## config.mk

```make
export PLATFORM = sky130hd
export DESIGN_NAME = stream_pipe
export DESIGN_NICKNAME = d
export VERILOG_FILES = /design/src/proxy_pkg.sv /design/src/stream_pipe.sv
export SDC_FILE = /design/constraint.sdc
export NUM_CORES = 1
export LEC_CHECK = 0
export ABC_AREA = 0
export ABC_CLOCK_PERIOD_IN_PS = 1700
export BUFFER_PORTS_ARGS = -buffer_cell sky130_fd_sc_hd__buf_2
export CORE_UTILIZATION = 40
export DETAILED_ROUTE_END_ITERATION = 16
export HOLD_SLACK_MARGIN = 0.1
export PLACE_DENSITY = 0.69
export SLEW_MARGIN = 20
export SYNTH_ARGS = -nofsm -noshare
export SYNTH_HDL_FRONTEND = slang
export SYNTH_SLANG_ARGS = --single-unit
export TNS_END_PERCENT = 10
```

## constraint.sdc

```tcl
create_clock -name clk -period 1.7 [get_ports clk]
set_clock_uncertainty 0.15 [all_clocks]
set_input_delay 0.34 -clock clk [delete_from_list [all_inputs] [get_ports clk]]
set_output_delay 0.34 -clock clk [all_outputs]
set_load 0.01 [all_outputs]
```

## src/proxy_pkg.sv

```systemverilog
package proxy_pkg;

    // ------------------------------------------------------------
    // Host bus
    // ------------------------------------------------------------
    localparam int BUS_ADDR_WID = 12;
    localparam int BUS_DATA_WID = 32;

    // Region codes sit in address bits 11..8
    localparam logic [3:0] REGION_REG_PROXY = 4'd1;
    localparam logic [3:0] REGION_MEM_PROXY = 4'd2;

    localparam logic [BUS_DATA_WID-1:0] BAD_ADDR_DATA = 32'hDEAD_BEEF;

    // ------------------------------------------------------------
    // Register proxy map
    // ------------------------------------------------------------
    localparam logic [7:0] PROXY_ADDR_OFS   = 8'h00;
    localparam logic [7:0] PROXY_DATA_OFS   = 8'h04;
    localparam logic [7:0] PROXY_CMD_OFS    = 8'h08;
    localparam logic [7:0] PROXY_STATUS_OFS = 8'h0C;

    // Hidden register block behind the proxy
    localparam logic [7:0] IND_PRE_ADDR     = 8'd0;
    localparam logic [7:0] IND_POST_ADDR    = 8'd1;
    localparam logic [7:0] IND_TRIGGER_ADDR = 8'd2;
    localparam logic [7:0] IND_STATUS_ADDR  = 8'd3;

    // " PRE" and "POST" in ASCII
    localparam logic [BUS_DATA_WID-1:0] INFO_PRE  = 32'h2050_5245;
    localparam logic [BUS_DATA_WID-1:0] INFO_POST = 32'h504F_5354;

    // ------------------------------------------------------------
    // Memory proxy map
    // ------------------------------------------------------------
    localparam logic [7:0] MEM_ADDR_OFS   = 8'h00;
    localparam logic [7:0] MEM_WDATA_OFS  = 8'h04;
    localparam logic [7:0] MEM_CMD_OFS    = 8'h08;
    localparam logic [7:0] MEM_RDATA_OFS  = 8'h0C;
    localparam logic [7:0] MEM_STATUS_OFS = 8'h10;

    localparam int MEM_ADDR_WID = 8;
    localparam int MEM_DEPTH    = 256;

    localparam int STREAM_DATA_WID = 8;

    // Command and status bit positions, shared by both proxies
    localparam int CMD_WRITE_BIT   = 0;
    localparam int STATUS_BUSY_BIT = 0;

endpackage

```

## src/stream_pipe.sv

```systemverilog
module stream_pipe (
    input  logic                                  clk,
    input  logic                                  srst,
    input  logic [proxy_pkg::STREAM_DATA_WID-1:0] i_tdata,
    input  logic                                  i_tvalid,
    input  logic                                  i_tlast,
    output logic                                  o_tready,
    output logic [proxy_pkg::STREAM_DATA_WID-1:0] o_tdata,
    output logic                                  o_tvalid,
    output logic                                  o_tlast,
    input  logic                                  i_tready
);
    import proxy_pkg::*;

    logic                       main_valid;
    logic [STREAM_DATA_WID-1:0] main_data;
    logic                       main_last;
    logic                       skid_valid;
    logic [STREAM_DATA_WID-1:0] skid_data;
    logic                       skid_last;
    logic                       in_xfer;
    logic                       main_free;

    // Ready comes straight from the skid flop
    assign o_tready  = !skid_valid;
    assign in_xfer   = i_tvalid && o_tready;
    assign main_free = !main_valid || i_tready;

    always_ff @(posedge clk) begin
        if (srst) begin
            main_valid <= 1'b0;
            skid_valid <= 1'b0;
        end else if (main_free) begin
            // Skid entry drains first to keep order
            main_valid <= skid_valid || in_xfer;
            skid_valid <= 1'b0;
        end else if (in_xfer) begin
            skid_valid <= 1'b1;
        end
    end

    always_ff @(posedge clk) begin
        if (main_free) begin
            if (skid_valid) begin
                main_data <= skid_data;
                main_last <= skid_last;
            end else if (in_xfer) begin
                main_data <= i_tdata;
                main_last <= i_tlast;
            end
        end else if (in_xfer) begin
            skid_data <= i_tdata;
            skid_last <= i_tlast;
        end
    end

    assign o_tvalid = main_valid;
    assign o_tdata  = main_data;
    assign o_tlast  = main_last;

endmodule
```

==> results.rst, run 1 <==
.. list-table::
   :header-rows: 1

   * - Metric
     - Value
   * - Unrepaired setup endpoints after global routing
     - false
   * - Syn_nets
     - 50
   * - Pin count of the biggest net entering global routing
     - 12
   * - Setup violators final
     - 0
   * - PnR worst setup slack
     - ~0.23 ns
   * - Cell accounting for the most synthesized area
     - edfxtp_1
   * - Ant. Diodes
     - 0
   * - Sink Count
     - 20
   * - Number of cells on the worst hold path
     - 3
   * - Setup Total Neg Slack
     - 0 ns
   * - Via count of the first global-routing pass
     - 416
   * - Post-cts sizing count
     - 0
   * - Initial Utilization
     - between 40% and 50%
   * - Die height
     - 45.6 um
   * - Number of buffers added for setup after CTS
     - 0
   * - Deepest clock path buffer count
     - 2
   * - Die Footprint
     - about 2100 um2
   * - Required time worst endpoint
     - 1.21 ns
   * - Time the worst path needs with I/O delays and setup
     - 1.47 ns
   * - Share of the core filled with cells
     - slightly above 60%
   * - Placement-stage worst setup slack
     - 0.225 ns
   * - Number of warning messages in the yosys log
     - 0
   * - GRT Util Overall
     - roughly 12%
   * - Hold Violations, Final
     - 0
   * - Met3 Routed Length
     - ~45 um
   * - First drt pass iteration count
     - 3
   * - Count of state elements after synthesis
     - 20
   * - Part of the Yosys area used for sequential elements
     - 76.3%
   * - Routability congestion estimate
     - 0.669
   * - # placed instances
     - 88
   * - Mean number of vias per cell
     - 4.27
   * - Worst hold slack after final layout
     - 0.171 ns
   * - Commonest cells after routing, fill and taps aside
     - buf_2 (23), edfxtp_1 (18), dlygate4sd3_1 (10)
   * - WL per Instance
     - roughly 11 um
   * - Result of the run
     - finished, final reports clean
   * - Total CTS buffers
     - 3
   * - Vias
     - 436
   * - Number of routed nets with antenna violations
     - 0
   * - Critical path startpoint category
     - flip-flop
   * - Cts hold-fix bufs
     - 10
   * - Number of rows created at floorplan
     - 15
   * - Critical path endpoint category
     - primary output
   * - Antenna violations before repair
     - 0
   * - Achievable Freq
     - 0.680 GHz
   * - Number of top-level design ports
     - 24
   * - Total of buffers placed on input and output ports
     - 23
   * - Endpoint arrival time on the critical path
     - 0.98 ns
   * - Synth-to-layout area growth
     - 40.3%
   * - Lkg Pwr
     - 0.430 nW
   * - Number of H-tree levels
     - 1
   * - Mapped Area
     - 761 um2
   * - Std-Cell Core Area
     - 1750 um2
   * - CTS Root Cell
     - clkbuf_4
   * - Number of standard cells after synthesis
     - 37
   * - PD cells
     - 877 nW/um2
   * - Clock transition at the registers of the reported paths
     - 0.11 ns
   * - Global-route wire length before repair
     - between 1500 and 2000 um
   * - Kind of path behind the tightest hold check
     - in2reg
   * - Routed metal-1 wirelength
     - between 500 and 600 um
   * - Most common library cell in the layout ignoring fill and taps
     - buf_2
   * - Maximum capacitance violations
     - 0
   * - DRC violations left
     - 0
   * - Worst-Skew Late Latency
     - roughly 0.29 ns
   * - Cell types with the largest area share after synthesis
     - edfxtp_1 (71%), mux2_4 (16%), dfxtp_1 (5.3%)
   * - Highest routed layer
     - met4
   * - Average cell area after synthesis
     - 20.6 um2
   * - Share of cells above drive strength 1
     - 53.2%
   * - Post-Layout Cell Count
     - 102
   * - Peak supply drop
     - 0.523 mV
   * - Max Slew Vio Count
     - 0
   * - Peak fanout along the critical path
     - 7
   * - Count of unique library cells instantiated by Yosys
     - 12
   * - Worst slew margin
     - between 80 and 90%
   * - Final critical-path share of the clock period
     - 86.5%
   * - Start-to-end type of the worst setup path
     - reg2out
   * - Total Wirelength
     - 1160 um
   * - Overall die width
     - roughly 46 um
   * - Clock tree from TritonCTS
     - done
   * - Length in cells of the worst reg-to-reg path
     - 4
   * - Number of nets at the end of the flow
     - 91
   * - Top cell type's share of synthesized area
     - 71.1%
   * - First-iteration detailed-routing DRC count
     - 11
   * - Leftover overflow at the end of global routing
     - 0
   * - Least-Margin Pin Slew
     - 0.190 ns
   * - Met2 routed wirelength
     - 578 um
final timing paths:
path | start | endpoint | slack, ns
worst min-delay path | i_tvalid | o_tvalid$_SDFFE_PP0P_ | 0.17
worst min register to register | o_tvalid$_SDFFE_PP0P_ | skid_valid$_SDFFE_PP0P_ | 0.40
worst max register to register | skid_valid$_SDFFE_PP0P_ | o_tdata[2]$_DFFE_PP_ | 0.38
worst max-delay path | skid_valid$_SDFFE_PP0P_ | o_tready | 0.23
cells in the mapped netlist:
library cell  instances
edfxtp_1             18
mux2_4                8
dfxtp_1               2
a21oi_1               1
buf_6                 1
inv_1                 1
mux2_2                1
nand2b_1              1
nor2_1                1
nor2b_1               1
nor3_1                1
nor3b_1               1
final cells by class:
cell class                      count  area (um2)
Fill cell                         143         678
Multi-Input combinational cell     15         170
Sequential cell                    20         581
Timing Repair Buffer               37         245
Clock buffer                        4        36.3
Tap cell                           25        31.3
Inverter                            1        3.75
sequential cells by signal, indices dropped and copies added (netlist names):
register,cells
o_tdata,8
skid_last,1
skid_data,8
skid_valid,1
o_tlast,1
o_tvalid,1
through the flow:
step	area [um2]	total power [mW]
3_5_place_dp	931	0.661
4_1_cts	1070	0.946
5_1_grt	1070	0.975
2_1_floorplan	766	0.621
3_3_place_gp	931	0.658
6_report	1070	0.936
worst max-delay path, stage by stage, from the launching register on:
cell and delay (ns):
dfxtp_1 0.35, buf_4 0.17, inv_1 0.04, buf_2 0.13
kinds of logic (layout without fill, tap and decap cells):
family                 count (synthesis)  count (layout)  share of synthesized area [%]
DFF                                   20              20                           76.3
muxes                                  9               9                           17.3
and+or+nand+nor                        5               5                           3.78
buffers and inverters                  2              42                           1.97
AOI/OAI and AO/OA                      1               1                          0.657
layer usage:
metal	vias up	track usage [%]
met5	-	0
met4	0	9.09
met3	2	2.78
met2	17	19.1
met1	196	15.2
li1	221	-
where the power goes:
group | switching (mW) | leakage (nW) | internal, mW | total [mW]
Clock | 0.139 | 0.0210 | 0.130 | 0.270
Combinational | 0.0409 | 0.223 | 0.0597 | 0.101
Sequential | 0.00478 | 0.186 | 0.561 | 0.566
Total | 0.185 | 0.430 | 0.751 | 0.936
Note: power is estimated with default switching activity, not from simulation.
==> run 2: changes to the inputs <==
Settings changed: CELL_PAD_IN_SITES_DETAIL_PLACEMENT set to 0, CELL_PAD_IN_SITES_GLOBAL_PLACEMENT set to 1, CORE_UTILIZATION 40 to 35, PLACE_DENSITY 0.69 to 0.71.
==> run 2 against run 1 <==
Compared with the run above:
- die area is 14% higher
- combinational power hardly changed
- cell count is 0.98% higher
- routed wire length is 3.7% lower
- setup slack better by 0.027 ns
- clock-buffer cell count is 1 lower
- total power is 5.9% lower
- global-route usage is 2.6 points lower
- design area is 1.4% lower
- worst hold slack better by 0.017 ns
- register-to-register slack worse by 0.09 ns
- sequential share of layout area is 0.78 points higher
- largest power group unchanged
==> results.rst, run 2 (synthesis gave the netlist of run 1 again) <==
.. list-table::
   :header-rows: 1

   * - Metric
     - Value
   * - Most common library cell in the layout ignoring fill and taps
     - buf_2
   * - Number of rows created at floorplan
     - 16
   * - Unrepaired setup endpoints after global routing
     - false
   * - Leftover overflow at the end of global routing
     - 0
   * - WL per Instance
     - around 11 um
   * - Number of top-level design ports
     - 24
   * - Worst-Skew Late Latency
     - 0.29 ns
   * - Synth-to-layout area growth
     - 38.3%
   * - First drt pass iteration count
     - 2
   * - # placed instances
     - 89
   * - DRC violations left
     - 0
   * - Total of buffers placed on input and output ports
     - 23
   * - Routability congestion estimate
     - 0.630
   * - Start-to-end type of the worst setup path
     - reg2out
   * - Time the worst path needs with I/O delays and setup
     - 1.44 ns
   * - Worst setup startpoint
     - skid_valid$_SDFFE_PP0P_
   * - GRT Util Overall
     - 9.83%
   * - Clock transition at the registers of the reported paths
     - 0.11 ns
   * - Overall die width
     - 48.6 um
   * - Number of routed nets with antenna violations
     - 0
   * - Endpoint of the most critical register-to-register path
     - o_tdata[5]$_DFFE_PP_
   * - R2R Setup Slk
     - 0.29 ns
   * - Max Slew Vio Count
     - 0
   * - Global-route wire length before repair
     - 1750 um
   * - Die height
     - 48.6 um
   * - Deepest clock path buffer count
     - 2
   * - Total Wirelength
     - 1110 um
   * - Critical path endpoint category
     - primary output
   * - Combined area of the multi-input logic cells
     - about 170 um2
   * - Setup violators final
     - 0
   * - Number of nets at the end of the flow
     - 90
   * - Die Footprint
     - 2360 um2
   * - Initial Utilization
     - between 30% and 40%
   * - Commonest cells after routing, fill and taps aside
     - buf_2 (23), edfxtp_1 (18), dlygate4sd3_1 (10)
   * - Ant. Diodes
     - 0
   * - Clock tree from TritonCTS
     - done
   * - Endpoint arrival time on the critical path
     - between 0.9 and 1 ns
   * - Achievable Freq
     - 0.693 GHz
   * - Critical path startpoint category
     - flip-flop
   * - CTS Root Cell
     - clkbuf_4
   * - Area used by sequential logic in the layout
     - 581 um2
   * - Worst slew margin
     - ~83%
   * - Vias
     - roughly 430
   * - Fillcell total
     - 175
   * - Mean number of vias per cell
     - 4.21
   * - Hold Violations, Final
     - 0
   * - Antenna violations before repair
     - 0
   * - Setup Total Neg Slack
     - 0 ns
   * - Sink Count
     - 20
   * - Least-Margin Pin Slew
     - 0.252 ns
   * - Kind of path behind the tightest hold check
     - in2reg
   * - Number of H-tree levels
     - 1
   * - Result of the run
     - finished, final reports clean
   * - Length in cells of the worst reg-to-reg path
     - 2
   * - Peak supply drop
     - roughly 0.51 mV
   * - PD cells
     - 837 nW/um2
   * - First-iteration detailed-routing DRC count
     - 2
   * - Post-Layout Cell Count
     - 103
   * - Std-Cell Core Area
     - 2000 um2
   * - Required time worst endpoint
     - around 1.2 ns
   * - Termination of the worst setup path
     - o_tready
   * - Pin count of the biggest net entering global routing
     - 12
   * - Critical register-to-register path startpoint
     - skid_valid$_SDFFE_PP0P_
   * - Final critical-path share of the clock period
     - between 80% and 90%
   * - Via count of the first global-routing pass
     - approximately 420
   * - Peak fanout along the critical path
     - 6
   * - Share of cells above drive strength 1
     - between 50% and 60%
   * - Maximum capacitance violations
     - 0
   * - Lkg Pwr
     - 0.419 nW
   * - Total CTS buffers
     - 3
-- run 2: changes by cell type in the layout (fill, tap and decap cells not counted) --
| cell | delta |
|---|---|
| clkbuf_8 | -1 |
| buf_4 | -1 |
| clkinv_1 | +1 |
-- run 2: where the power goes --
group | internal (mW) | total, mW | switching (mW)
sequential | 0.561 | 0.567 | 0.00566
combinational | 0.0590 | 0.0989 | 0.0399
clock | 0.0852 | 0.215 | 0.130
total | 0.705 | 0.881 | 0.175
-- run 2: worst min path at each step --
stage              from                     to  slack, ns  cells past startpoint
6_report       i_tvalid  o_tvalid$_SDFFE_PP0P_       0.19                      3
5_1_grt        i_tvalid  o_tvalid$_SDFFE_PP0P_       0.19                      3
4_1_cts        i_tvalid  o_tvalid$_SDFFE_PP0P_       0.18                      3
3_5_place_dp       srst  o_tvalid$_SDFFE_PP0P_       0.37                      2
3_3_place_gp       srst  o_tvalid$_SDFFE_PP0P_       0.37                      2
2_1_floorplan      srst  o_tvalid$_SDFFE_PP0P_       0.26                      1
-- run 2: final cells by class --
type | count | area share, %
Clock buffer | 3 | 2.14
Timing Repair Buffer | 36 | 22.6
Multi-Input combinational cell | 15 | 16.2
Clock inverter | 1 | 0.357
Tap cell | 27 | 3.21
Sequential cell | 20 | 55.2
Inverter | 1 | 0.357
-- run 2: critical path, cell delays in order (launching register included) --
cell and delay, ns:
dfxtp_1 0.47, inv_1 0.06, buf_2 0.14
-- run 2: routing by layer --
metal / track usage (%) / vias to the layer above / part of all wire, %
met2: 16.9 / 15 / 52
met4: 2.94 / 0 / 0
met5: 0 / - / 0
li1: - / 218 / -
met3: 2.83 / 0 / 4.3
met1: 11.9 / 201 / 43
-- run 2: repair_timing --
action / in CTS / in global routing
setup buffers: 0 / 0
hold buffers: 10 / 0
endpoints found under the setup margin: 0 / 0
endpoints found under the hold margin: 11 / 0
resized for setup: 0 / 0
-- run 2: stage by stage --
stage / utilization, % / setup WS [ns] / cell area, um2 / power (mW) / hold WS, ns
6_report: 52.6 / 0.257 / 1050 / 0.881 / 0.187
3_3_place_gp: 46.3 / 0.273 / 926 / 0.659 / 0.367
4_1_cts: 52.6 / 0.232 / 1050 / 0.893 / 0.180
5_1_grt: 52.6 / 0.168 / 1050 / 0.919 / 0.186
2_1_floorplan: - / 0.188 / 766 / 0.621 / 0.259
3_5_place_dp: 46.3 / 0.247 / 926 / 0.660 / 0.366
==> run 3: changes to the inputs <==
Settings changed: ABC_AREA 0 to 1, ABC_CLOCK_PERIOD_IN_PS 1700 to 1470, CORE_UTILIZATION 35 to 36, PLACE_DENSITY 0.71 to 0.75.
Clock period 1.7 ns to 1.47 ns, I/O delays scaled along.
==> run 3 against run 2 <==
Compared with the run above:
- synthesized area fell by 2.8%
- synthesized cell count rose by 59%
- first-iteration DRC count rose to 4.0 times the previous value
==> results.rst, run 3 <==
.. list-table::
   :header-rows: 1

   * - Metric
     - Value
   * - Stages on worst setup path
     - 2
   * - Critical path startpoint category
     - flip-flop
   * - Delay of the slowest cell on the worst path
     - 0.42 ns
   * - Count of flip-flops with a built-in enable after synthesis
     - 18
   * - Sink Count
     - 20
   * - Cell types with the largest area share after synthesis
     - edfxtp_1 (73%), nand2_1 (14%), dfxtp_1 (5.4%)
   * - Register share of total power
     - 54.3%
   * - # placed instances
     - 112
   * - Proportion of power drawn by the clock network
     - between 30% and 40%
   * - Share of the core filled with cells
     - between 50% and 60%
   * - Most common library cell in the layout ignoring fill and taps
     - nand2_1
   * - Routability congestion estimate
     - 0.617
   * - Max Slew Vio Count
     - 0
   * - Critical path endpoint category
     - primary output
   * - Peak supply drop
     - 0.710 mV
   * - Unrepaired setup endpoints after global routing
     - false
   * - Most used standard cells in the synthesized netlist
     - nand2_1 (28), edfxtp_1 (18), nor2_1 (3)
   * - Hold Violations, Final
     - 0
   * - Cell accounting for the most synthesized area
     - edfxtp_1
   * - Dominant synthesized flop cell
     - edfxtp_1
   * - Buffer and inverter count on the worst path
     - 2
   * - Global-route wire length before repair
     - 1880 um
   * - Worst-Skew Late Latency
     - 0.30 ns
   * - Part of the Yosys area used for sequential elements
     - 78.5%
   * - Total of buffers placed on input and output ports
     - 23
   * - PnR worst setup slack
     - approximately 0.074 ns
   * - Ant. Diodes
     - 0
   * - Result of the run
     - finished, final reports clean
   * - PD cells
     - 1140 nW/um2
   * - Mapped Area
     - about 740 um2
   * - First-iteration detailed-routing DRC count
     - 8
   * - Pin count of the biggest net entering global routing
     - 13
   * - Length in cells of the worst reg-to-reg path
     - 3
   * - Synth-to-layout area growth
     - 44.2%
   * - First drt pass iteration count
     - 3
   * - Top cell family by delay on the critical path
     - flip-flops
   * - Std-Cell Core Area
     - 1940 um2
   * - Maximum capacitance violations
     - 0
   * - Achievable Freq
     - a little over 0.7 GHz
   * - Number of rows created at floorplan
     - 16
   * - Average cell area after synthesis
     - 12.5 um2
   * - Clock transition at the registers of the reported paths
     - 0.11 ns
   * - Die height
     - 47.3 um
   * - Peak fanout along the critical path
     - 10
   * - WL per Instance
     - 10.3 um
   * - Start-to-end type of the worst setup path
     - reg2out
   * - Setup Total Neg Slack
     - 0 ns
   * - Placement-stage worst setup slack
     - 0.157 ns
   * - Required time worst endpoint
     - between 1 and 1.5 ns
   * - Critical register-to-register path startpoint
     - skid_valid$_SDFFE_PP0P_
   * - Placed cell areas
     - between 900 and 1000 um2
   * - CTS Root Cell
     - clkbuf_4
   * - Worst hold slack after final layout
     - 0.107 ns
   * - Total Wirelength
     - 1300 um
   * - Mean number of vias per cell
     - 4.25
   * - Lkg Pwr
     - ~0.48 nW
   * - Setup violators final
     - 0
   * - Switching component of the power
     - 0.232 mW
   * - Top cell type's share of synthesized area
     - between 70% and 80%
   * - Worst setup startpoint
     - skid_valid$_SDFFE_PP0P_
   * - Most common cell in the netlist
     - nand2_1
   * - Final critical-path share of the clock period
     - 95.0%
   * - Time the worst path needs with I/O delays and setup
     - 1.40 ns
   * - Worst slew margin
     - 90.2%
   * - DRC violations left
     - 0
   * - Kind of path behind the tightest hold check
     - in2reg
   * - R2R Setup Slk
     - 0.23 ns
   * - Vias
     - 536
   * - Endpoint arrival time on the critical path
     - ~0.95 ns
   * - Leftover overflow at the end of global routing
     - 0
   * - Count of state elements after synthesis
     - 20
   * - Endpoint of the most critical register-to-register path
     - o_tdata[1]$_DFFE_PP_
   * - Deepest clock path buffer count
     - 2
   * - Total Power
     - 1.22 mW
   * - Overall die width
     - between 40 and 50 um
   * - Number of nets at the end of the flow
     - around 110
   * - Number of warning messages in the yosys log
     - 0
   * - Library cell contributing the largest single delay on the critical path
     - dfxtp_2
   * - Number of routed nets with antenna violations
     - 0
   * - Cell breakdown of the critical path
     - inv_4, buf_2
   * - Clock tree from TritonCTS
     - done
   * - Share of cells above drive strength 1
     - 33.3%
   * - Least-Margin Pin Slew
     - 0.148 ns
   * - Number of H-tree levels
     - 1
   * - Share of synthesized flip-flops with an asynchronous set or reset
     - 0%
   * - Commonest cells after routing, fill and taps aside
     - nand2_1 (28), buf_2 (23), edfxtp_1 (18)
   * - GRT Util Overall
     - 12.6%
   * - Number of buffers added for setup after CTS
     - 0
   * - Design internal power
     - 0.985 mW
   * - Post-Layout Cell Count
     - between 100 and 150
   * - Number of standard cells after synthesis
     - 59
   * - Count of unique library cells instantiated by Yosys
     - 10
   * - Number of top-level design ports
     - 24
   * - Post-route cell area
     - between 1000 and 1500 um2
   * - Source of the worst hold timing path
     - srst
   * - Die Footprint
     - between 2000 and 2500 um2
   * - Antenna violations before repair
     - 0
   * - Net switching fraction of the power
     - 19.1%
   * - Syn_nets
     - 72
   * - Via count of the first global-routing pass
     - ~450
   * - Initial Utilization
     - roughly two fifths
   * - Total CTS buffers
     - 3
   * - Share of total power in combinational logic
     - 9.2%
   * - Termination of the worst setup path
     - o_tready
==> run 3: power groups by stage <==
stage | Combinational (mW) | Sequential (mW) | Clock [mW]
after floorplan | 0.0303 | 0.685 | 0
after global placement | 0.0909 | 0.673 | 0
after detailed placement | 0.0920 | 0.674 | 0
after CTS | 0.112 | 0.661 | 0.450
after global routing | 0.126 | 0.664 | 0.471
final | 0.112 | 0.661 | 0.444
==> run 3: logic make-up (layout without fill, tap and decap cells) <==
logic type | count (synthesis) | count (layout) | share of synthesized area (%)
DFF | 20 | 20 | 78.5
AOI/OAI and AO/OA | 2 | 2 | 1.35
buffers and inverters | 4 | 44 | 3.05
and+or+nand+nor | 33 | 33 | 17.1
==> run 3: metal layers <==
| layer | global-route usage, % | share of wire, % |
|---|---|---|
| met5 | 0 | 0 |
| met4 | 8.57 | 1.9 |
| met1 | 15.3 | 47 |
| met2 | 19.5 | 47 |
| met3 | 3.46 | 3.5 |
==> run 3: area by class of cell <==
class                      instances  area [um2]
tap                               27        33.8
multi-input combinational         35         136
sequential                        20         582
clock buffer                       3        22.5
fill                             173         876
inverter                           3        13.8
clock inverter                     1        30.0
timing repair buffer              37         248
==> run 3: how the worst min path moves through the flow <==
| stage | endpoint | slack, ns | cells after the start |
|---|---|---|---|
| 2_1_floorplan | skid_data[0]$_DFFE_PP_ | 0.24 | 0 |
| 3_3_place_gp | skid_data[1]$_DFFE_PP_ | 0.34 | 1 |
| 3_5_place_dp | skid_data[7]$_DFFE_PP_ | 0.34 | 1 |
| 4_1_cts | o_tvalid$_SDFFE_PP0P_ | 0.10 | 4 |
| 5_1_grt | o_tvalid$_SDFFE_PP0P_ | 0.12 | 4 |
| 6_report | o_tvalid$_SDFFE_PP0P_ | 0.11 | 4 |
==> run 3: what timing repair did <==
item,in CTS,in global routing
endpoints found under the setup margin,1,4
hold endpoints to repair,11,0
gates resized for setup,1,2
pin swaps,0,0
hold buffers,10,0
==> run 3: tightest hold or removal path, cell delays in order <==
cell     delay [ns]
buf_2          0.07
inv_1          0.04
o21ai_0        0.06
nand2_1        0.05
